--- src/logic/game_pkg.sv ---
`default_nettype none

package game_pkg;

	// ------------------------------------------------------------
	// coordinate and motion types
	// ------------------------------------------------------------
	typedef logic [9:0] coord_t;
	typedef logic signed [9:0] vel_t;
	typedef logic [3:0] fall_t;
	typedef logic [3:0] tile_row_t;
	typedef logic [5:0] tile_col_t;
	typedef logic [7:0] key_t;
	typedef logic [1:0] score_t;

	typedef struct packed {
		tile_row_t row;
		tile_col_t col;
	} tile_cell_t;

	typedef enum logic [1:0] {
		TILE_SKY = 2'd0,
		TILE_BRICK = 2'd1,
		TILE_COIN = 2'd2
	} tile_kind_t;

	// x and y are the bottom-right corner on screen
	typedef struct packed {
		coord_t x;
		coord_t y;
		coord_t scroll;
		logic face_left;
	} player_state_t;

	// ------------------------------------------------------------
	// level constants
	// ------------------------------------------------------------
	localparam int TILE_SHIFT = 5;
	localparam int MAP_ROWS = 15;
	localparam int MAP_COLS = 60;
	localparam coord_t PLAYER_W = 10'd26;
	localparam coord_t PLAYER_H = 10'd32;
	localparam coord_t SCREEN_MIN_X = 10'd190;
	localparam coord_t SCREEN_MAX_X = 10'd384;
	localparam coord_t SPAWN_X = 10'd228;
	localparam coord_t SPAWN_Y = 10'd33;
	localparam key_t KEY_LEFT = 8'h04;
	localparam key_t KEY_RIGHT = 8'h07;
	localparam int NUM_COINS = 3;

	// coin order matters, first match wins on a touch
	localparam tile_cell_t [0:NUM_COINS-1] COIN_CELLS = '{
		'{row: 4'd7, col: 6'd14},
		'{row: 4'd6, col: 6'd20},
		'{row: 4'd8, col: 6'd30}
	};

	// pixel position to tile cell, rows past the map give row 15 (sky)
	function automatic tile_cell_t cell_of(coord_t wx, coord_t wy);
		tile_cell_t c;
		c.col = tile_col_t'(wx >> TILE_SHIFT);
		if ((wy >> TILE_SHIFT) >= MAP_ROWS)
			c.row = '1;
		else
			c.row = tile_row_t'(wy >> TILE_SHIFT);
		return c;
	endfunction

endpackage

`default_nettype wire

--- src/logic/video_pkg.sv ---
`default_nettype none

package video_pkg;

	typedef logic [23:0] rgb_t;

	// one screen position to colour
	typedef struct packed {
		game_pkg::coord_t draw_x;
		game_pkg::coord_t draw_y;
		logic active;
	} pixel_req_t;

	// registered colour result
	typedef struct packed {
		rgb_t rgb;
		logic valid;
	} pixel_out_t;

	// ------------------------------------------------------------
	// flat colours
	// ------------------------------------------------------------
	localparam rgb_t COLOR_PLAYER = 24'hFF5500;
	localparam rgb_t COLOR_BRICK = 24'h833D00;
	localparam rgb_t COLOR_COIN = 24'hFFC107;
	localparam rgb_t COLOR_SKY = 24'h00007F;
	// blanking interval
	localparam rgb_t COLOR_BLANK = 24'h000000;

endpackage

`default_nettype wire

--- src/logic/level_map.sv ---
`default_nettype none

module level_map (
	input wire [game_pkg::NUM_COINS-1:0] coin_present,
	input wire game_pkg::tile_cell_t [3:0] probe_cells,
	output logic [3:0] probe_solid,
	input wire game_pkg::tile_cell_t render_cell,
	output game_pkg::tile_kind_t render_kind
);

	// ------------------------------------------------------------
	// fixed brick layout
	// ------------------------------------------------------------
	function automatic logic is_brick(game_pkg::tile_cell_t c);
		logic hit;
		hit = 1'b0;
		// ground band
		if (c.row >= 4'd11) begin
			hit = 1'b1;
		end else begin
			case (c.row)
				// lower platform steps
				4'd10: hit = c.col inside {[14:17], [25:28]};
				4'd9: hit = c.col inside {[15:16], [26:28]};
				// pillars and the small ledge
				4'd8: hit = c.col inside {19, 20, 27, 28, 36, 46, 56};
				4'd7: hit = c.col inside {28, 36, 46, 56};
				default: hit = 1'b0;
			endcase
		end
		return hit;
	endfunction

	// bricks first, then any coin still present
	function automatic game_pkg::tile_kind_t kind_of(
		game_pkg::tile_cell_t c,
		logic [game_pkg::NUM_COINS-1:0] present
	);
		game_pkg::tile_kind_t k;
		k = game_pkg::TILE_SKY;
		// anything off the map is sky
		if (c.row < game_pkg::MAP_ROWS && c.col < game_pkg::MAP_COLS) begin
			if (is_brick(c))
				k = game_pkg::TILE_BRICK;
			for (int i = 0; i < game_pkg::NUM_COINS; i++) begin
				if (present[i] && c == game_pkg::COIN_CELLS[i])
					k = game_pkg::TILE_COIN;
			end
		end
		return k;
	endfunction

	// ------------------------------------------------------------
	// lookups
	// ------------------------------------------------------------
	// coins are not solid, only bricks stop the player
	always_comb begin
		for (int p = 0; p < 4; p++) begin
			probe_solid[p] = kind_of(probe_cells[p], coin_present) == game_pkg::TILE_BRICK;
		end
	end

	// renderer port
	assign render_kind = kind_of(render_cell, coin_present);

endmodule

`default_nettype wire

--- src/logic/player_motion.sv ---
`default_nettype none

module player_motion #(
	parameter int max_vx = 4,
	parameter int terminal_fall = 6
) (
	input wire Clk,
	input wire Reset,
	input wire frame_tick,
	input wire game_pkg::key_t key,
	output game_pkg::tile_cell_t [3:0] probe_cells,
	input wire [3:0] probe_solid,
	output game_pkg::player_state_t player
);

	localparam game_pkg::fall_t FALL_MAX = game_pkg::fall_t'(terminal_fall);
	localparam game_pkg::coord_t STEP = game_pkg::coord_t'(max_vx);
	// box extents from the bottom-right corner
	localparam game_pkg::coord_t LEFT_OFS = game_pkg::PLAYER_W - 10'd1;
	localparam game_pkg::coord_t TOP_OFS = game_pkg::PLAYER_H - 10'd1;
	localparam game_pkg::coord_t TILE_W = game_pkg::coord_t'(1 << game_pkg::TILE_SHIFT);

	game_pkg::fall_t fall;
	game_pkg::fall_t fall_next;
	game_pkg::fall_t fall_upd;
	game_pkg::coord_t y_probe;
	game_pkg::coord_t world_x;
	game_pkg::coord_t lead_x;
	game_pkg::coord_t lead_edge;
	game_pkg::coord_t x_target;
	game_pkg::vel_t dx;
	game_pkg::player_state_t player_next;
	logic go_left;
	logic go_right;

	assign go_left = key == game_pkg::KEY_LEFT;
	assign go_right = key == game_pkg::KEY_RIGHT;

	// ------------------------------------------------------------
	// probes
	// ------------------------------------------------------------
	// speed for this frame, capped
	assign fall_next = (fall >= FALL_MAX) ? FALL_MAX : fall + 4'd1;
	assign y_probe = player.y + game_pkg::coord_t'(fall_next);
	assign world_x = player.x + player.scroll;
	// leading column one step out
	assign lead_x = go_left ? world_x - LEFT_OFS - STEP : world_x + STEP;
	assign lead_edge = (lead_x >> game_pkg::TILE_SHIFT) << game_pkg::TILE_SHIFT;

	// 0,1 bottom corners ahead of the fall, 2,3 top and bottom of the leading side
	assign probe_cells[0] = game_pkg::cell_of(world_x - LEFT_OFS, y_probe);
	assign probe_cells[1] = game_pkg::cell_of(world_x, y_probe);
	assign probe_cells[2] = game_pkg::cell_of(lead_x, player.y - TOP_OFS);
	assign probe_cells[3] = game_pkg::cell_of(lead_x, player.y);

	// ------------------------------------------------------------
	// next state
	// ------------------------------------------------------------
	always_comb begin
		player_next = player;

		// falling, or snap onto the brick top
		if (probe_solid[1:0] == 2'b00) begin
			player_next.y = y_probe;
			fall_upd = fall_next;
		end else begin
			player_next.y = ((y_probe >> game_pkg::TILE_SHIFT) << game_pkg::TILE_SHIFT) - 10'd1;
			fall_upd = '0;
		end

		// walking, flush against a wall when blocked
		x_target = player.x;
		if (go_right) begin
			player_next.face_left = 1'b0;
			if (|probe_solid[3:2])
				x_target = lead_edge - 10'd1 - player.scroll;
			else
				x_target = player.x + STEP;
		end else if (go_left) begin
			player_next.face_left = 1'b1;
			if (|probe_solid[3:2])
				x_target = lead_edge + TILE_W + LEFT_OFS - player.scroll;
			else
				x_target = player.x - STEP;
		end
		dx = game_pkg::vel_t'(x_target - player.x);

		// screen bounds turn the step into scroll
		if (x_target > game_pkg::SCREEN_MAX_X) begin
			player_next.x = game_pkg::SCREEN_MAX_X;
			player_next.scroll = player.scroll + game_pkg::coord_t'(dx);
		end else if (x_target - LEFT_OFS <= game_pkg::SCREEN_MIN_X) begin
			player_next.x = game_pkg::SCREEN_MIN_X + LEFT_OFS;
			player_next.scroll = player.scroll + game_pkg::coord_t'(dx);
		end else begin
			player_next.x = x_target;
		end
	end

	// one update per frame tick
	always_ff @(posedge Clk or posedge Reset) begin
		if (Reset) begin
			player <= '{x: game_pkg::SPAWN_X, y: game_pkg::SPAWN_Y, scroll: '0, face_left: 1'b0};
			fall <= '0;
		end else if (frame_tick) begin
			player <= player_next;
			fall <= fall_upd;
		end
	end

endmodule

`default_nettype wire

--- src/logic/coin_tracker.sv ---
`default_nettype none

module coin_tracker (
	input wire Clk,
	input wire Reset,
	input wire frame_tick,
	input wire game_pkg::player_state_t player,
	output logic [game_pkg::NUM_COINS-1:0] coin_present,
	output game_pkg::score_t score
);

	localparam game_pkg::coord_t LEFT_OFS = game_pkg::PLAYER_W - 10'd1;
	localparam game_pkg::coord_t TOP_OFS = game_pkg::PLAYER_H - 10'd1;

	game_pkg::coord_t wx_right;
	game_pkg::coord_t wx_left;
	game_pkg::tile_cell_t [3:0] corners;
	logic [game_pkg::NUM_COINS-1:0] clear;

	// corners in world space
	assign wx_right = player.x + player.scroll;
	assign wx_left = wx_right - LEFT_OFS;
	assign corners[0] = game_pkg::cell_of(wx_left, player.y - TOP_OFS);
	assign corners[1] = game_pkg::cell_of(wx_right, player.y - TOP_OFS);
	assign corners[2] = game_pkg::cell_of(wx_left, player.y);
	assign corners[3] = game_pkg::cell_of(wx_right, player.y);

	// first present coin touched by any corner
	always_comb begin
		logic found;
		found = 1'b0;
		clear = '0;
		for (int i = 0; i < game_pkg::NUM_COINS; i++) begin
			for (int c = 0; c < 4; c++) begin
				if (!found && coin_present[i] && corners[c] == game_pkg::COIN_CELLS[i]) begin
					clear[i] = 1'b1;
					found = 1'b1;
				end
			end
		end
	end

	// score counts cleared coins
	always_ff @(posedge Clk or posedge Reset) begin
		if (Reset) begin
			coin_present <= '1;
			score <= '0;
		end else if (frame_tick && |clear) begin
			coin_present <= coin_present & ~clear;
			score <= score + 2'd1;
		end
	end

endmodule

`default_nettype wire

--- src/logic/pixel_renderer.sv ---
`default_nettype none

module pixel_renderer (
	input wire Clk,
	input wire Reset,
	input wire video_pkg::pixel_req_t pix_req,
	input wire pix_req_valid,
	input wire game_pkg::player_state_t player,
	output game_pkg::tile_cell_t render_cell,
	input wire game_pkg::tile_kind_t render_kind,
	output video_pkg::pixel_out_t pix_out
);

	// box extents, widened so x - 25 cannot wrap
	localparam logic [10:0] LEFT_OFS = {1'b0, game_pkg::PLAYER_W - 10'd1};
	localparam logic [10:0] TOP_OFS = {1'b0, game_pkg::PLAYER_H - 10'd1};

	game_pkg::coord_t world_x;
	logic in_box;
	video_pkg::rgb_t rgb_next;
	video_pkg::rgb_t rgb_q;
	logic valid_q;

	// tile under the pixel, after scroll
	assign world_x = pix_req.draw_x + player.scroll;
	assign render_cell = game_pkg::cell_of(world_x, pix_req.draw_y);

	assign in_box = ({1'b0, pix_req.draw_x} + LEFT_OFS >= {1'b0, player.x}) &&
		(pix_req.draw_x <= player.x) &&
		({1'b0, pix_req.draw_y} + TOP_OFS >= {1'b0, player.y}) &&
		(pix_req.draw_y <= player.y);

	// ------------------------------------------------------------
	// colour pick
	// ------------------------------------------------------------
	always_comb begin
		if (!pix_req.active) begin
			rgb_next = video_pkg::COLOR_BLANK;
		end else if (in_box) begin
			// player drawn over the map
			rgb_next = video_pkg::COLOR_PLAYER;
		end else begin
			case (render_kind)
				game_pkg::TILE_BRICK: rgb_next = video_pkg::COLOR_BRICK;
				game_pkg::TILE_COIN: rgb_next = video_pkg::COLOR_COIN;
				default: rgb_next = video_pkg::COLOR_SKY;
			endcase
		end
	end

	// one cycle latency, valid strobe only
	always_ff @(posedge Clk or posedge Reset) begin
		if (Reset)
			valid_q <= 1'b0;
		else
			valid_q <= pix_req_valid;
	end

	always_ff @(posedge Clk) begin
		if (pix_req_valid)
			rgb_q <= rgb_next;
	end

	assign pix_out = '{rgb: rgb_q, valid: valid_q};

endmodule

`default_nettype wire

--- src/logic/platformer_top.sv ---
`default_nettype none

module platformer_top #(
	parameter int max_vx = 4,
	parameter int terminal_fall = 6
) (
	input wire Clk,
	input wire Reset,
	input wire frame_tick,
	input wire game_pkg::key_t key,
	input wire video_pkg::pixel_req_t pix_req,
	input wire pix_req_valid,
	output game_pkg::player_state_t player,
	output game_pkg::score_t score,
	output video_pkg::pixel_out_t pix_out
);

	// map lookups
	game_pkg::tile_cell_t [3:0] probe_cells;
	logic [3:0] probe_solid;
	game_pkg::tile_cell_t render_cell;
	game_pkg::tile_kind_t render_kind;
	logic [game_pkg::NUM_COINS-1:0] coin_present;

	level_map i_level_map (
		.coin_present(coin_present),
		.probe_cells(probe_cells),
		.probe_solid(probe_solid),
		.render_cell(render_cell),
		.render_kind(render_kind)
	);

	player_motion #(
		.max_vx(max_vx),
		.terminal_fall(terminal_fall)
	) i_player_motion (
		.Clk(Clk),
		.Reset(Reset),
		.frame_tick(frame_tick),
		.key(key),
		.probe_cells(probe_cells),
		.probe_solid(probe_solid),
		.player(player)
	);

	// sees the player state from before the tick
	coin_tracker i_coin_tracker (
		.Clk(Clk),
		.Reset(Reset),
		.frame_tick(frame_tick),
		.player(player),
		.coin_present(coin_present),
		.score(score)
	);

	pixel_renderer i_pixel_renderer (
		.Clk(Clk),
		.Reset(Reset),
		.pix_req(pix_req),
		.pix_req_valid(pix_req_valid),
		.player(player),
		.render_cell(render_cell),
		.render_kind(render_kind),
		.pix_out(pix_out)
	);

endmodule

`default_nettype wire

--- config.mk ---
export PLATFORM = sky130hd
export DESIGN_NAME = platformer_top
export DESIGN_NICKNAME = d
export VERILOG_FILES = /design/src/logic/game_pkg.sv /design/src/logic/video_pkg.sv /design/src/logic/level_map.sv /design/src/logic/player_motion.sv /design/src/logic/coin_tracker.sv /design/src/logic/pixel_renderer.sv /design/src/logic/platformer_top.sv
export SDC_FILE = /design/constraint.sdc
export NUM_CORES = 1
export LEC_CHECK = 0
export ABC_AREA = 1
export BUFFER_PORTS_ARGS = -buffer_cell sky130_fd_sc_hd__clkbuf_2
export CORE_MARGIN = 3
export CORE_UTILIZATION = 35
export DETAILED_ROUTE_END_ITERATION = 6
export PLACE_DENSITY_LB_ADDON = 0.1
export REMOVE_ABC_BUFFERS = 1
export SLEW_MARGIN = 10
export SYNTH_ARGS = -nofsm -noshare
export SYNTH_HDL_FRONTEND = slang
export SYNTH_SLANG_ARGS = --single-unit
--- constraint.sdc ---
create_clock -name Clk -period 10.29 [get_ports Clk]
set_input_delay 0 -clock Clk [delete_from_list [all_inputs] [get_ports Clk]]
set_output_delay 0 -clock Clk [all_outputs]
set_load 0.03 [all_outputs]
==> results of run 1 <==
worst max-delay path, delay by kind of cell (launching register included):
kind                       cells  cell delay, ns
AOI/OAI and AO/OA              6            0.90
and+or+nand+nor               26            2.80
adders and majority gates      4            1.63
DFF                            1            0.49
xor gates and xnor gates       3            0.66
buffers and inverters          4            0.28
metal layers:
layer / up-vias / track usage
met2: 89 / 0.289
met5: - / 0
met3: 10 / 0.0173
met1: 3537 / 0.284
li1: 4082 / -
met4: 0 / 0.0318
flip-flops by register name, indices dropped and copies added, names as in the netlist:
name                         flops
i_coin_tracker.score             2
i_player_motion.player          31
i_pixel_renderer.rgb_q           7
i_pixel_renderer.valid_q         1
i_coin_tracker.coin_present      3
i_player_motion.fall             4
cell type report:
cell class	count	area, µm²	area share
flip-flops and latches	48	1250	0.141
clock inverters	3	47.5	0.00539
well taps	280	350	0.0397
inverters	190	716	0.0812
multi-input cells	943	5850	0.663
repair buffers	93	483	0.0548
clock buffers	5	125	0.0142
Yosys cell counts (2+ instances only):
master	count	area, µm²
dfstp_2	9	236
nand2_1	290	1090
xor2_1	40	350
o41ai_1	2	17.5
nand2_2	24	150
o211ai_1	5	37.5
inv_1	178	668
ha_1	98	1230
o211ai_2	2	25.0
clkbuf_1	5	18.8
o21ai_2	2	17.5
dfrtp_1	32	801
a211oi_1	3	22.5
o21a_1	3	22.5
a221oi_1	3	26.3
or2_2	6	37.5
nand3b_1	2	15.0
inv_2	11	41.3
fa_1	13	260
a21oi_2	4	35.0
a22o_1	3	26.3
o21ai_0	42	210
nor4_1	4	25.0
edfxtp_1	7	210
nand3_1	88	440
nor2_1	111	417
o21bai_1	4	30.0
o32ai_1	5	43.8
a21o_1	4	30.0
buf_6	2	22.5
buf_4	22	165
o22ai_1	6	37.5
a21oi_1	51	255
o31ai_1	2	15.0
nand3_2	19	190
o21ai_1	5	25.0
nor3_1	16	80.1
xnor2_1	19	166
nand4_1	24	150
nor2_4	5	56.3
a31oi_1	9	56.3
nand2_4	8	90.1
nor2_2	7	43.8
worst max path at each step:
stage	cells after the start	start	slack, ns	end
5_1_grt	47	i_player_motion.player[21]$_DFFE_PP0P_	2.75	i_player_motion.player[10]$_DFFE_PP0P_
3_3_place_gp	43	i_player_motion.player[21]$_DFFE_PP0P_	3.65	i_player_motion.player[10]$_DFFE_PP0P_
3_5_place_dp	43	i_player_motion.player[21]$_DFFE_PP0P_	3.50	i_player_motion.player[10]$_DFFE_PP0P_
2_1_floorplan	39	key[2]	3.85	i_player_motion.player[10]$_DFFE_PP0P_
6_report	43	i_player_motion.player[21]$_DFFE_PP0P_	3.48	i_player_motion.player[10]$_DFFE_PP0P_
4_1_cts	43	i_player_motion.player[21]$_DFFE_PP0P_	3.48	i_player_motion.player[10]$_DFFE_PP0P_
where the power goes:
part | internal (mW) | leakage (nW) | switching (mW)
Sequential | 0.260 | 0.567 | 0.124
Combinational | 0.877 | 4.05 | 1.73
Clock | 0.116 | 0.0840 | 0.0864
placed cells by master (no fill, tap or decap), types with 3 or more instances in the layout:
| cell type | count |
|---|---|
| dfstp_2 | 9 |
| o21ai_1 | 5 |
| edfxtp_1 | 7 |
| a221oi_1 | 3 |
| clkbuf_2 | 88 |
| a31oi_1 | 9 |
| o32ai_1 | 5 |
| o21ai_0 | 42 |
| nor2_2 | 7 |
| inv_1 | 177 |
| fa_1 | 13 |
| o211ai_1 | 5 |
| nor2_4 | 5 |
| clkbuf_16 | 5 |
| or2_2 | 6 |
| nor4_2 | 3 |
| nand2_4 | 8 |
| a211oi_1 | 3 |
| xnor2_1 | 19 |
| a21oi_1 | 51 |
| dfrtp_1 | 32 |
| a21oi_2 | 4 |
| nand4_1 | 24 |
| inv_2 | 12 |
| a22o_1 | 3 |
| buf_4 | 3 |
| nand3_1 | 88 |
| o21bai_1 | 4 |
| xor2_1 | 40 |
| nor2_1 | 111 |
| conb_1 | 3 |
| nor3_1 | 16 |
| ha_1 | 98 |
| nand3_2 | 19 |
| nand2_2 | 24 |
| a21o_1 | 4 |
| o22ai_1 | 6 |
| o21a_1 | 3 |
| nand2_1 | 290 |
stage by stage:
step | area, µm² | total power, mW | hold slack (ns) | utilization | instances
6_report | 8820 | 3.20 | 0.0627 | 0.398 | 1562
5_1_grt | 8820 | 3.58 | 0.0778 | 0.398 | 1562
4_1_cts | 8820 | 3.21 | 0.0486 | 0.398 | 1562
3_5_place_dp | 8620 | 2.99 | 0.264 | 0.389 | 1552
3_3_place_gp | 8620 | 2.99 | 0.273 | 0.389 | 1552
2_1_floorplan | 7800 | 2.37 | 0.0314 | - | 1181
cell families after synthesis:
kind of cell	after synthesis	synth area share
compound gates	161	0.123
xor+xnor	59	0.0645
fa+ha+maj	111	0.185
buf+inv	221	0.117
flops	48	0.156
other cells	1	0.000468
simple gates	609	0.354
==> results.toml, run 1 <==
[synthesis]
synth.distinct_cells = 58
ys_seq_area_frac = 0.156
synth-seq-cells = 48
async_flop_share = 0.854
syn_area_um2 = 8020
yosys_most_used_dff = "dfrtp_1"
synth_warnings = 0
synth_edf_count = 7
avgSynthCellArea_um2 = 6.62
synth_cells = 1210

[cells_and_area]
fillers = 2453
drive_gt1_frac = 0.158
nets = 1425
syn_to_final_growth_pct = 9.99
antenna_cells = 0

[setup_path]
worstReg2RegStart = "i_player_motion.player[21]$_DFFE_PP0P_"
critPathRequiredTime_ns = 10.54
path_common_cell = "nand2_1"
crit_fanout = 25
worst_setup_path_end_kind = "flop"
r2r_setup_slack_ns = 3.48
r2r-end = "i_player_motion.player[10]$_DFFE_PP0P_"
worst_ep_arrival_time_ns = 7.06
reg2reg_depth = 43
start_kind = "flop"
slowest_delay_ns = 0.55
slowest_stage = "fa_1"
worstSetupPathType = "reg -> reg"

[die]
die_h_um = 157
start_util = 0.362
die_x_um = 157
core_area_um2 = 22200
num_rows = 54
die_area_um2 = 24800
top_level_ports = 91

[routing]
remaining_drc_errors = 0
highest_layer = "met4"
routed_wl_mm = 23.3
detail_route.iter0.violations = 426
routed-via-count = 7718
ant_nets = 0
met3_length_um = 610
via_per_inst = 4.94
wl_per_cell_um = 14.9
wl_met2_mm = 10.3
wirelength_met1_mm = 12.2
firstDrtPassIters = 5

[timing]
slew_headroom = 0.316
fin_crit_ns = 6.81
tightest_slew_ns = 1.02
finalSetupViolCount = 0
hold_viol_final = 0
clock_skew_ns = 0.00596
rsz0062_at_grt = "false"
fin_setup_tns_ns = 0
fin_crit_sh = 0.662
finalMaxSlewViolations = 0
max_freq_ghz = 0.147
layout_setup_ws_ns = 3.48

[clock_tree]
htreeDepth = 2
clk_latency_ns = 0.31
cts-root-buf = "clkbuf_16"
cts_tree = "yes"
cts_max_path_buffers = 2
clk_pin_slew_worst_paths_ns = 0.07
cts_made_buffers = 5
cts_resized = 0
clock-sinks = 48
ctsHoldBuffers = 2
post_cts_buffers = 0

[global_routing]
grt_max_degree = 50
grt_pass1_wl_mm = 37.0
first_global_vias = 7007
grt_usage = 0.186
grt-ovfl-total = 0
grt_antenna_before_repair = 0

[place]
io_buffers = 88
dp_hpwl_mm = 19.0
place.gp.congestion = 0.848
pre_cts_slack_ns = 3.50

[run]
cap_violations = 0

[power]
vdd_ir_drop_max_uv = 108
power.density_nw_per_um2 = 363
cellLeakagePower_nw = 4.70

[hold_path]
hold_end = "i_pixel_renderer.rgb_q[12]$_SDFFCE_PN0P_"
hp-class = "in -> reg"
hold_depth = 3
min_from = "pix_req[0]"

[status]
status = "finished, final reports clean"
Power figures use the tool's default switching activity.
==> run 2, diff against run 1 <==
==> constraint.sdc (replaced) <==
create_clock -name Clk -period 6.2 [get_ports Clk]
set_input_delay 0 -clock Clk [delete_from_list [all_inputs] [get_ports Clk]]
set_output_delay 0 -clock Clk [all_outputs]
set_load 0.03 [all_outputs]
==> run 2 against run 1 <==
Clock power rose by 87%; total power rose by 89%; hold slack improved by 0.013 ns; sequential power rose by 46%; combinational power rose by 95%; critical path depth rose by 4; cell count rose by 3.3%; sequential cell count did not move; largest cell class unchanged; design area rose by 8.1%; global-route usage rose by 1.2 points; register-to-register slack got worse by 3.2 ns; sequential share of layout area fell by 1.1 points.
==> results.toml, run 2 (synthesis gave the netlist of run 1 again) <==
[status]
status = "finished, final reports clean"

[routing]
via_per_inst = 5.03
detail_route.iter0.violations = 461
wl_per_cell_um = 15.4
ant_nets = 0
remaining_drc_errors = 0
routed-via-count = 8121
firstDrtPassIters = 5
routed_wl_mm = 24.9

[setup_path]
path_common_cell = "nand2_1"
start_kind = "flop"
path_buf_inv = 6
slowest_stage = "fa_1"
critPathTopFamily = "simple AND/OR/NAND/NOR gates"
worstSetupPathType = "reg -> reg"
crit_fanout = 8
worst_setup_path_end_kind = "flop"
slowest_delay_ns = 0.58
critPathRequiredTime_ns = 6.45
worst_ep_arrival_time_ns = 6.21

[hold_path]
hp-class = "in -> reg"

[global_routing]
grt_max_degree = 50
grt_usage = 0.198
grt_antenna_before_repair = 0
first_global_vias = 7424
grt-ovfl-total = 0
grt_pass1_wl_mm = 39.1

[timing]
finalSetupViolCount = 0
hold_ws_ns = 0.0758
finalMaxSlewViolations = 0
max_freq_ghz = 0.168
tightest_slew_ns = 0.991
fin_crit_sh = 0.961
fin_crit_ns = 5.96
slew_headroom = 0.338
rsz0062_at_grt = "true"
hold_viol_final = 0
layout_setup_ws_ns = 0.239
clock_skew_ns = 0.0119

[cells_and_area]
top_regs = "i_player_motion.player: 31 flops, i_pixel_renderer.rgb_q: 7 flops, i_player_motion.fall: 4 flops"
regMostFlops = "i_player_motion.player"
syn_to_final_growth_pct = 19.0
multi_input_comb_area_um2 = 6150
layout.cells.non_filler = 1614
nets = 1477
fillers = 2359
drive_gt1_frac = 0.236
largest_register_ffs = 31
antenna_cells = 0
final_common_cell = "nand2_1"
final_cell_mix = "nand2_1 (261), inv_1 (174), nor2_1 (107)"
seq_area_um2 = 1250

[clock_tree]
cts_made_buffers = 5
cts_max_path_buffers = 2
cts-root-buf = "clkbuf_16"
clock-sinks = 48
htreeDepth = 2
clk_latency_ns = 0.31
clk_pin_slew_worst_paths_ns = 0.07
cts_tree = "yes"

[die]
start_util = 0.362
num_rows = 54
die_h_um = 157
die_area_um2 = 24800
top_level_ports = 91
die_x_um = 157
core_area_um2 = 22200

[place]
io_buffers = 88
dp_hpwl_mm = 20.0
dp.cells = 1578
place.gp.congestion = 0.837
pre_cts_slack_ns = 0.116

[power]
clkPwrFrac = 0.063
cellLeakagePower_nw = 5.01
power.density_nw_per_um2 = 633
vdd_ir_drop_max_uv = 205
power_mw = 6.03
p_sw_mw = 3.52
internal_power_mw = 2.51
switching_share = 0.583
pwr-share-comb = 0.845
seqPwrFrac = 0.093

[run]
cap_violations = 0
run 2: worst reg2reg max path: cells and delay by family, from the launching register on:
kind | cells | cell delay, ns
xor gates and xnor gates | 2 | 0.35
and+or+nand+nor | 31 | 2.81
AOI/OAI and AO/OA | 4 | 0.57
adders and majority gates | 4 | 1.36
DFF | 1 | 0.39
buffers and inverters | 6 | 0.41
run 2: repair_timing:
action,4_1_cts,5_1_grt
hold buffers,2,0
buffers inserted,0,26
setup endpoints to repair,0,4
endpoints found under the hold margin,33,0
resized for setup,0,84
run 2: metrics by stage:
stage	util	cell area, µm²	TNS (ns)
floorplan	-	7800	-0.244
global placement	0.398	8820	0
detailed placement	0.398	8820	0
CTS	0.408	9030	0
global route	0.430	9530	-0.252
finish	0.430	9530	0
run 2: final timing paths:
path,startpoint,endpoint,slack (ns),cells past startpoint
worst max-delay path,i_player_motion.player[21]$_DFFE_PP0P_,i_player_motion.player[10]$_DFFE_PP0P_,0.24,47
worst max register to register,i_player_motion.player[21]$_DFFE_PP0P_,i_player_motion.player[10]$_DFFE_PP0P_,0.24,47
min in group asynchronous,Reset,i_coin_tracker.score[1]$_DFFE_PP0P_,0.46,3
worst min register to register,i_coin_tracker.coin_present[2]$_DFFE_PP1P_,i_coin_tracker.coin_present[2]$_DFFE_PP1P_,0.46,2
max in group asynchronous,Reset,i_player_motion.player[25]$_DFFE_PP0P_,5.12,3
worst min-delay path,pix_req[0],i_pixel_renderer.rgb_q[22]$_SDFFCE_PN0P_,0.08,3
run 2: layout make-up:
class / count / area share
clock buffers: 5 / 0.0131
multi-input cells: 943 / 0.645
repair buffers: 145 / 0.0924
inverters: 190 / 0.0751
well taps: 280 / 0.0367
flip-flops and latches: 48 / 0.131
clock inverters: 3 / 0.00722
run 2: power by group through the flow:
| stage | clock, mW | sequential [mW] | combinational, mW |
|---|---|---|---|
| 2_1_floorplan | 0 | 0.741 | 3.19 |
| 3_3_place_gp | 0 | 0.567 | 4.57 |
| 3_5_place_dp | 0 | 0.566 | 4.55 |
| 4_1_cts | 0.387 | 0.561 | 4.58 |
| 5_1_grt | 0.396 | 0.579 | 5.69 |
| 6_report | 0.377 | 0.561 | 5.10 |
run 2: routing by layer:
layer  share of wire  global-route usage  vias to the layer above
met5               0                   0                        -
met4          0.0090              0.0364                        0
met3           0.051              0.0228                       11
met2            0.44               0.312                      158
met1            0.50               0.293                     3756
li1                -                   -                     4196
